<file path="src/source/uart_macros.svh">
/* widths, register map and line limits of the console; the address must stay word aligned
   and the line capacity must be a power of two no larger than 31 */
`ifndef UART_MACROS_SVH
`define UART_MACROS_SVH

// AXI-Lite address and data widths, one strobe bit per data byte
`define UART_ADDR_W 12
`define UART_DATA_W 32
`define UART_STRB_W (`UART_DATA_W / 8)

// bytes held before the overflow flag is raised
`define UART_LINE_MAX 16
// length field, wide enough to count 0 up to a full line
`define UART_LEN_W 5
`define UART_NEWLINE 8'h0A

// byte offsets of the two registers and the bit of the overflow flag in STATUS
`define UART_TX_OFFS 12'h000
`define UART_STATUS_OFFS 12'h004
`define UART_STATUS_OVF_BIT 8

`endif
</file>
<file path="src/source/uart_pkg.sv">
/* shared types of the console; widths come from the macro header,
   so change them there and not here */
`default_nettype none

`include "uart_macros.svh"

package uart_pkg;

  // byte address as seen on the AXI-Lite AW and AR channels
  typedef logic [`UART_ADDR_W-1:0] addr_t;

  // one register word as carried on W and R
  typedef logic [`UART_DATA_W-1:0] data_t;

  // byte enables of a write, lane 0 is data bits 7:0
  typedef logic [`UART_STRB_W-1:0] strb_t;

  // number of characters held in the line, 0 up to UART_LINE_MAX
  typedef logic [`UART_LEN_W-1:0] len_t;

  // the collected characters
  // entry 0 holds the first byte received, entries at or past the length are zero
  typedef logic [`UART_LINE_MAX-1:0][7:0] line_t;

  // AXI response codes used by this subordinate
  // EXOKAY and DECERR are never produced
  typedef enum logic [1:0] {
    OKAY   = 2'b00,
    SLVERR = 2'b10
  } axi_resp_e;

endpackage

`default_nettype wire

</file>
<file path="src/source/axi_uart.sv">
/* AXI4-Lite console with TX at offset 0 and STATUS at offset 4; the line output is a
   single-cycle pulse without back-pressure */
`default_nettype none

module axi_uart (
  input  logic                clk_i,
  input  logic                rst_ni,
  input  logic                aw_valid_i,
  output logic                aw_ready_o,
  input  uart_pkg::addr_t     aw_addr_i,
  input  logic                w_valid_i,
  output logic                w_ready_o,
  input  uart_pkg::data_t     w_data_i,
  input  uart_pkg::strb_t     w_strb_i,
  output logic                b_valid_o,
  input  logic                b_ready_i,
  output uart_pkg::axi_resp_e b_resp_o,
  input  logic                ar_valid_i,
  output logic                ar_ready_o,
  input  uart_pkg::addr_t     ar_addr_i,
  output logic                r_valid_o,
  input  logic                r_ready_i,
  output uart_pkg::data_t     r_data_o,
  output uart_pkg::axi_resp_e r_resp_o,
  output logic                line_valid_o,
  output uart_pkg::len_t      line_len_o,
  output uart_pkg::line_t     line_data_o
);
  import uart_pkg::*;

  // register request from the decoder
  logic  wreq;
  data_t wdata;
  strb_t wstrb;
  logic  wsel_tx;
  logic  wsel_err;
  logic  rreq;
  logic  rsel_status;
  logic  rsel_err;

  // state of the line buffer as reported in STATUS
  len_t  status_len;
  logic  status_ovf;

  // response back-pressure into the decoder
  logic  b_busy;
  logic  r_busy;

  axi_lite_decode u_decode (
    .clk_i         (clk_i),
    .rst_ni        (rst_ni),
    .aw_valid_i    (aw_valid_i),
    .aw_addr_i     (aw_addr_i),
    .aw_ready_o    (aw_ready_o),
    .w_valid_i     (w_valid_i),
    .w_data_i      (w_data_i),
    .w_strb_i      (w_strb_i),
    .w_ready_o     (w_ready_o),
    .ar_valid_i    (ar_valid_i),
    .ar_addr_i     (ar_addr_i),
    .ar_ready_o    (ar_ready_o),
    .b_busy_i      (b_busy),
    .r_busy_i      (r_busy),
    .wreq_o        (wreq),
    .wdata_o       (wdata),
    .wstrb_o       (wstrb),
    .wsel_tx_o     (wsel_tx),
    .wsel_err_o    (wsel_err),
    .rreq_o        (rreq),
    .rsel_status_o (rsel_status),
    .rsel_err_o    (rsel_err)
  );

  char_line_buffer u_line_buffer (
    .clk_i        (clk_i),
    .rst_ni       (rst_ni),
    .wreq_i       (wreq),
    .wdata_i      (wdata),
    .wstrb_i      (wstrb),
    .wsel_tx_i    (wsel_tx),
    .line_valid_o (line_valid_o),
    .line_len_o   (line_len_o),
    .line_data_o  (line_data_o),
    .status_len_o (status_len),
    .status_ovf_o (status_ovf)
  );

  reg_resp_encode u_resp_encode (
    .clk_i         (clk_i),
    .rst_ni        (rst_ni),
    .wreq_i        (wreq),
    .wsel_err_i    (wsel_err),
    .rreq_i        (rreq),
    .rsel_status_i (rsel_status),
    .rsel_err_i    (rsel_err),
    .status_len_i  (status_len),
    .status_ovf_i  (status_ovf),
    .b_valid_o     (b_valid_o),
    .b_ready_i     (b_ready_i),
    .b_resp_o      (b_resp_o),
    .r_valid_o     (r_valid_o),
    .r_ready_i     (r_ready_i),
    .r_data_o      (r_data_o),
    .r_resp_o      (r_resp_o),
    .b_busy_o      (b_busy),
    .r_busy_o      (r_busy)
  );

endmodule

`default_nettype wire

</file>
<file path="src/source/reg_resp_encode.sv">
/* one response per channel is held at a time; the decoder must not issue a new request
   while the matching busy output is high */
`default_nettype none

`include "uart_macros.svh"

module reg_resp_encode (
  input  logic                clk_i,
  input  logic                rst_ni,
  input  logic                wreq_i,
  input  logic                wsel_err_i,
  input  logic                rreq_i,
  input  logic                rsel_status_i,
  input  logic                rsel_err_i,
  input  uart_pkg::len_t      status_len_i,
  input  logic                status_ovf_i,
  output logic                b_valid_o,
  input  logic                b_ready_i,
  output uart_pkg::axi_resp_e b_resp_o,
  output logic                r_valid_o,
  input  logic                r_ready_i,
  output uart_pkg::data_t     r_data_o,
  output uart_pkg::axi_resp_e r_resp_o,
  output logic                b_busy_o,
  output logic                r_busy_o
);
  import uart_pkg::*;

  // read word of the STATUS register, length in the low bits and overflow above it
  data_t status_word;

  always_comb begin
    status_word                       = '0;
    status_word[`UART_LEN_W-1:0]      = status_len_i;
    status_word[`UART_STATUS_OVF_BIT] = status_ovf_i;
  end

  // valid flags rise on a request and fall on the accepting handshake
  always_ff @(posedge clk_i or negedge rst_ni) begin
    if (!rst_ni) begin
      b_valid_o <= 1'b0;
      r_valid_o <= 1'b0;
    end else begin
      if (wreq_i) begin
        b_valid_o <= 1'b1;
      end else if (b_ready_i) begin
        b_valid_o <= 1'b0;
      end
      if (rreq_i) begin
        r_valid_o <= 1'b1;
      end else if (r_ready_i) begin
        r_valid_o <= 1'b0;
      end
    end
  end

  // response payloads are loaded with the request and then held until accepted
  always_ff @(posedge clk_i) begin
    if (wreq_i) begin
      b_resp_o <= wsel_err_i ? SLVERR : OKAY;
    end
    if (rreq_i) begin
      r_resp_o <= rsel_err_i ? SLVERR : OKAY;
      // TX and unmapped addresses read as zero
      r_data_o <= rsel_status_i ? status_word : '0;
    end
  end

  // a response waiting on its channel blocks new requests in the decoder
  assign b_busy_o = b_valid_o;
  assign r_busy_o = r_valid_o;

endmodule

`default_nettype wire

</file>
<file path="src/source/char_line_buffer.sv">
/* a newline write is the full data word equal to the newline code with lane 0 alone strobed;
   bytes past the line capacity are dropped and only raise the overflow flag */
`default_nettype none

`include "uart_macros.svh"

module char_line_buffer (
  input  logic            clk_i,
  input  logic            rst_ni,
  input  logic            wreq_i,
  input  uart_pkg::data_t wdata_i,
  input  uart_pkg::strb_t wstrb_i,
  input  logic            wsel_tx_i,
  output logic            line_valid_o,
  output uart_pkg::len_t  line_len_o,
  output uart_pkg::line_t line_data_o,
  output uart_pkg::len_t  status_len_o,
  output logic            status_ovf_o
);
  import uart_pkg::*;

  localparam int unsigned IdxW = $clog2(`UART_LINE_MAX);

  // collected characters, their count and the overflow flag
  line_t line_q;
  len_t  len_q;
  logic  ovf_q;

  // state after appending the strobed lanes of the current write
  line_t line_app;
  len_t  len_app;
  logic  ovf_app;

  logic  tx_wr;
  logic  newline;

  assign tx_wr = wreq_i && wsel_tx_i;

  // only the exact newline word on lane 0 ends a line, anything else is appended
  assign newline = (wdata_i == data_t'(`UART_NEWLINE)) && (wstrb_i == strb_t'(1));

  // pack the strobed lanes behind the current length in ascending lane order
  always_comb begin
    line_app = line_q;
    len_app  = len_q;
    ovf_app  = ovf_q;
    for (int i = 0; i < `UART_STRB_W; i++) begin
      if (wstrb_i[i]) begin
        if (len_app < len_t'(`UART_LINE_MAX)) begin
          line_app[len_app[IdxW-1:0]] = wdata_i[i*8 +: 8];
          len_app = len_app + len_t'(1);
        end else begin
          // no room left for this byte
          ovf_app = 1'b1;
        end
      end
    end
  end

  // length and overflow are control state and reset to an empty line
  always_ff @(posedge clk_i or negedge rst_ni) begin
    if (!rst_ni) begin
      len_q        <= '0;
      ovf_q        <= 1'b0;
      line_valid_o <= 1'b0;
    end else begin
      line_valid_o <= tx_wr && newline;
      if (tx_wr) begin
        if (newline) begin
          len_q <= '0;
          ovf_q <= 1'b0;
        end else begin
          len_q <= len_app;
          ovf_q <= ovf_app;
        end
      end
    end
  end

  // the byte array and the published copy carry data only
  always_ff @(posedge clk_i) begin
    if (tx_wr) begin
      if (newline) begin
        // hand the finished line to the output and start the next one empty
        line_data_o <= line_q;
        line_len_o  <= len_q;
        line_q      <= '0;
      end else begin
        line_q <= line_app;
      end
    end
  end

  assign status_len_o = len_q;
  assign status_ovf_o = ovf_q;

endmodule

`default_nettype wire

</file>
<file path="src/source/axi_lite_decode.sv">
/* one write and one read in flight at most; AW and W are captured separately and may
   arrive in any order, bursts, IDs and protection bits are not supported */
`default_nettype none

`include "uart_macros.svh"

module axi_lite_decode (
  input  logic            clk_i,
  input  logic            rst_ni,
  input  logic            aw_valid_i,
  input  uart_pkg::addr_t aw_addr_i,
  output logic            aw_ready_o,
  input  logic            w_valid_i,
  input  uart_pkg::data_t w_data_i,
  input  uart_pkg::strb_t w_strb_i,
  output logic            w_ready_o,
  input  logic            ar_valid_i,
  input  uart_pkg::addr_t ar_addr_i,
  output logic            ar_ready_o,
  input  logic            b_busy_i,
  input  logic            r_busy_i,
  output logic            wreq_o,
  output uart_pkg::data_t wdata_o,
  output uart_pkg::strb_t wstrb_o,
  output logic            wsel_tx_o,
  output logic            wsel_err_o,
  output logic            rreq_o,
  output logic            rsel_status_o,
  output logic            rsel_err_o
);
  import uart_pkg::*;

  // captured write address and write data, each with its own full flag
  addr_t aw_addr_q;
  logic  aw_full_q;
  data_t w_data_q;
  strb_t w_strb_q;
  logic  w_full_q;

  // captured read address
  addr_t ar_addr_q;
  logic  ar_full_q;

  logic  aw_hs;
  logic  w_hs;
  logic  ar_hs;

  logic  wsel_status;
  logic  rsel_tx;

  // compares word addresses, the two byte-offset bits are ignored
  function automatic logic word_hit(input addr_t addr, input addr_t offs);
    return addr[`UART_ADDR_W-1:2] == offs[`UART_ADDR_W-1:2];
  endfunction

  // a channel is ready only while its capture is empty and no response is still waiting
  assign aw_ready_o = !aw_full_q && !b_busy_i;
  assign w_ready_o  = !w_full_q && !b_busy_i;
  assign ar_ready_o = !ar_full_q && !r_busy_i;

  assign aw_hs = aw_valid_i && aw_ready_o;
  assign w_hs  = w_valid_i && w_ready_o;
  assign ar_hs = ar_valid_i && ar_ready_o;

  // both halves of the write are present, so the request lasts exactly this cycle
  // because the captures empty on the edge that ends it
  assign wreq_o  = aw_full_q && w_full_q;
  assign wdata_o = w_data_q;
  assign wstrb_o = w_strb_q;

  // the read request follows the AR capture by one cycle
  assign rreq_o = ar_full_q;

  // address decode of the captured addresses
  assign wsel_tx_o   = word_hit(aw_addr_q, addr_t'(`UART_TX_OFFS));
  assign wsel_status = word_hit(aw_addr_q, addr_t'(`UART_STATUS_OFFS));
  assign wsel_err_o  = !wsel_tx_o && !wsel_status;

  assign rsel_tx       = word_hit(ar_addr_q, addr_t'(`UART_TX_OFFS));
  assign rsel_status_o = word_hit(ar_addr_q, addr_t'(`UART_STATUS_OFFS));
  assign rsel_err_o    = !rsel_tx && !rsel_status_o;

  // full flags
  // a handshake cannot coincide with the request of its own channel, ready is low then
  always_ff @(posedge clk_i or negedge rst_ni) begin
    if (!rst_ni) begin
      aw_full_q <= 1'b0;
      w_full_q  <= 1'b0;
      ar_full_q <= 1'b0;
    end else begin
      if (aw_hs) begin
        aw_full_q <= 1'b1;
      end else if (wreq_o) begin
        aw_full_q <= 1'b0;
      end
      if (w_hs) begin
        w_full_q <= 1'b1;
      end else if (wreq_o) begin
        w_full_q <= 1'b0;
      end
      if (ar_hs) begin
        ar_full_q <= 1'b1;
      end else if (rreq_o) begin
        ar_full_q <= 1'b0;
      end
    end
  end

  // payload captures, only meaningful while the matching full flag is set
  always_ff @(posedge clk_i) begin
    if (aw_hs) begin
      aw_addr_q <= aw_addr_i;
    end
    if (w_hs) begin
      w_data_q <= w_data_i;
      w_strb_q <= w_strb_i;
    end
    if (ar_hs) begin
      ar_addr_q <= ar_addr_i;
    end
  end

endmodule

`default_nettype wire

</file>
<file path="config.mk">
export PLATFORM = sky130hd
export DESIGN_NAME = axi_uart
export DESIGN_NICKNAME = d
export VERILOG_FILES = /design/src/source/uart_pkg.sv /design/src/source/axi_uart.sv /design/src/source/reg_resp_encode.sv /design/src/source/char_line_buffer.sv /design/src/source/axi_lite_decode.sv
export VERILOG_INCLUDE_DIRS = /design/src /design/src/source
export SDC_FILE = /design/constraint.sdc
export NUM_CORES = 1
export LEC_CHECK = 0
export BUFFER_PORTS_ARGS = -buffer_cell sky130_fd_sc_hd__buf_2
export CAP_MARGIN = 20
export CORE_MARGIN = 8
export CORE_UTILIZATION = 25
export CTS_CLUSTER_SIZE = 8
export DETAILED_ROUTE_END_ITERATION = 10
export PLACE_DENSITY = 0.53
export SETUP_SLACK_MARGIN = 0.4
export SLEW_MARGIN = 10
export SYNTH_ARGS = -nofsm -noshare
export SYNTH_HDL_FRONTEND = slang
export SYNTH_SLANG_ARGS = --single-unit
</file>
<file path="constraint.sdc">
create_clock -name clk_i -period 24.1 [get_ports clk_i]
set_input_delay 4.82 -clock clk_i [delete_from_list [all_inputs] [get_ports clk_i]]
set_output_delay 4.82 -clock clk_i [all_outputs]
set_load 0.01 [all_outputs]
</file>
==> results.sh <==
export IMPL_cts_setup_buffers=0
export IMPL_ys_ff_latch=337
export IMPL_leakage_uw=0.00692
export IMPL_gp_congestion=0.910
export IMPL_synth_compound_area_share=0.154
export IMPL_final_setup_tns_ns=0
export IMPL_grt_setup_unrepaired="no"
export IMPL_synthFlopType="edfxtp_1"
export IMPL_path_max_fanout=9
export IMPL_hpwl_um=48600
export IMPL_peakVddDrop_mv=0.0476
export IMPL_clkSlewWorstSetupHoldPaths_ns=0.05
export IMPL_fin_skew_ns=0.0281
export IMPL_ys_types=88
export IMPL_timing_final_crit_share=0.260
export IMPL_synthCells=1571
export IMPL_worstPathRequired_ns=19.28
export IMPL_status="complete, no violations"
export IMPL_viasPerCell=5.53
export IMPL_setup_viol=0
export IMPL_synth_top_family_by_area="compound AO/OA/AOI/OAI gates"
export IMPL_yosysSeqAreaShare=0.549
export IMPL_yosys_area_share_xor_xnor=0.0109
export IMPL_syn_to_final_growth_pct=17.3
export IMPL_yosys_area_share_adder=0.00389
export IMPL_synth_top_area_cell="edfxtp_1"
export IMPL_holdWs_ns=0.453
export IMPL_rows=99
export IMPL_drtAntennaViolNets=0
export IMPL_synth_simple_area_share=0.121
export IMPL_drtPass1Iterations=8
export IMPL_synth_area_leaders="edfxtp_1, mux2i_1, nor3_1"
export IMPL_grt_pass1_vias=15000
export IMPL_yosysWarnings=0
export IMPL_tightest_slew_ns=1.27
export IMPL_startpoint_type="register"
export IMPL_vias=15000
export IMPL_nets=1797
export IMPL_slew_headroom=0.154
export IMPL_hold_violations=0
export IMPL_cts_sinks=337
export IMPL_holdBufCountCts=0
export IMPL_die_h_um=287
export IMPL_min_period_ns=6.27
export IMPL_wl_um=74200
export IMPL_arrival_ns=1.45
export IMPL_antenna_found_initial=7
export IMPL_core_area_um2=72700
export IMPL_async_flop_share=0.0356
export IMPL_maxCapViolCount=0
export IMPL_cts_made_buffers=49
export IMPL_drt_initial_drc_count=1722
export IMPL_wl_per_cell_um=27.4
export IMPL_crit_type="reg2out"
export IMPL_gr_total_overflow=0
export IMPL_power_per_cell_area_nw_per_um2=73.3
export IMPL_io_pins=242
export IMPL_die_area_um2=82200
export IMPL_synth_edf_count=325
export IMPL_slew_violations=0
export IMPL_layout_drive_gt1_share=0.222
export IMPL_root_buffer="clkbuf_16"
export IMPL_start_util=0.252
export IMPL_ys_top_cells_by_count="edfxtp_1, mux2i_1, nor2_1"
export IMPL_avgSynthCellArea_um2=11.7
export IMPL_die_w_um=287
export IMPL_post_cts_resized=0
export IMPL_grt_max_degree=74
export IMPL_tritoncts="done"
export IMPL_netlist_area_leader_share=0.533
export IMPL_track_usage=0.174
export IMPL_grt_pass1_wl_um=107000
export IMPL_syn_area_um2=18300
export IMPL_worstSetupEndpointType="output port"
export IMPL_drc=0
export IMPL_clk_latency_ns=0.59
export IMPL_h_tree_depth=2
export IMPL_numPortBuffers=209
export IMPL_cts_path_max_buffers=3
export IMPL_synth_most_common_cell="edfxtp_1"
export IMPL_worstHoldPathType="reg2reg"
export IMPL_synth_mux_area_fraction=0.108
export IMPL_max_freq_ghz=0.159
==> cells by family after synthesis <==
| family | after synthesis |
|---|---|
| DFF | 337 |
| and+or+nand+nor | 442 |
| buffers and inverters | 199 |
| xor gates and xnor gates | 14 |
| other | 1 |
| AOI/OAI and AO/OA | 382 |
| adders and majority gates | 6 |
| muxes | 190 |
==> cell usage in the layout, fill, tap and decap left out, drive strengths merged, types with 21 or more instances in the layout <==
cell type  count
a211o         28
a211oi        46
a21oi         75
a221oi        45
a311oi        30
buf          253
clkbuf        63
conb          28
edfxtp       325
inv           26
mux2          35
mux2i        155
nand2         86
nand3         62
nand4         21
nor2         111
nor3         104
o21ai         68
o31ai         28
==> metrics by stage <==
stage,utilization,total power [µW],instance area (µm²),worst slack (ns),cells
finish,0.296,1580,21500,17.83,2706
global route,0.296,1630,21500,17.76,2705
CTS,0.295,1590,21400,17.80,2700
detailed placement,0.277,956,20100,17.95,2631
global placement,0.277,952,20100,17.99,2631
floorplan,-,840,18400,16.50,1598
==> flip-flops by register name, summed over array words and instances, names as in the netlist <==
signal	cells
u_line_buffer.status_ovf_o	1
u_resp_encode.b_busy_o	1
u_resp_encode.r_busy_o	1
u_decode.w_full_q	1
u_line_buffer.line_data_o	128
u_decode.aw_addr_q	10
u_resp_encode.b_resp_o	1
u_decode.rreq_o	1
u_decode.wstrb_o	4
u_resp_encode.r_resp_o	1
u_line_buffer.status_len_o	5
u_decode.wdata_o	32
u_line_buffer.line_q	128
u_decode.ar_addr_q	10
u_resp_encode.r_data_o	6
u_line_buffer.line_valid_o	1
u_line_buffer.line_len_o	5
u_decode.aw_full_q	1
==> layer usage <==
metal	part of all wire	vias to the layer above	track usage
met5	0.00078	-	0
met4	0.049	8	0.0844
met3	0.090	240	0.0427
met2	0.46	889	0.276
met1	0.40	7448	0.220
li1	-	6383	-
==> final timing paths <==
kind,startpoint,to,slack [ns],cells past startpoint
setup / recovery,u_decode.rreq_o,ar_ready_o,17.83,2
hold / removal,u_line_buffer.line_q[36],u_line_buffer.line_data_o[36],0.45,0
setup reg to reg,u_line_buffer.status_len_o[0],u_line_buffer.line_q[0],18.84,8
hold reg to reg,u_line_buffer.line_q[36],u_line_buffer.line_data_o[36],0.45,0
max in group asynchronous,rst_ni,u_line_buffer.status_len_o[1],19.72,1
min in group asynchronous,rst_ni,u_resp_encode.b_busy_o,4.13,1
==> critical path, cell delays in order (launching register included) <==
cell and delay, ns:
dfrtp_1 0.52, nor2_1 0.19, buf_2 0.16
==> where the power goes <==
part	switching (µW)	internal, µW
Clock	256	366
Sequential	32.5	669
Combinational	189	62.2
Total	477	1100
==> area by class of cell <==
| cell class | instances | area (µm²) |
|---|---|---|
| Sequential cell | 337 | 10100 |
| Fill cell | 7465 | 51200 |
| Clock inverter | 6 | 51.3 |
| Antenna cell | 3 | 7.51 |
| Timing Repair Buffer | 253 | 1390 |
| Multi-Input combinational cell | 1062 | 7420 |
| Tap cell | 959 | 1200 |
| Clock buffer | 63 | 1280 |
| Inverter | 23 | 88.8 |
Power figures use the tool's default switching activity.
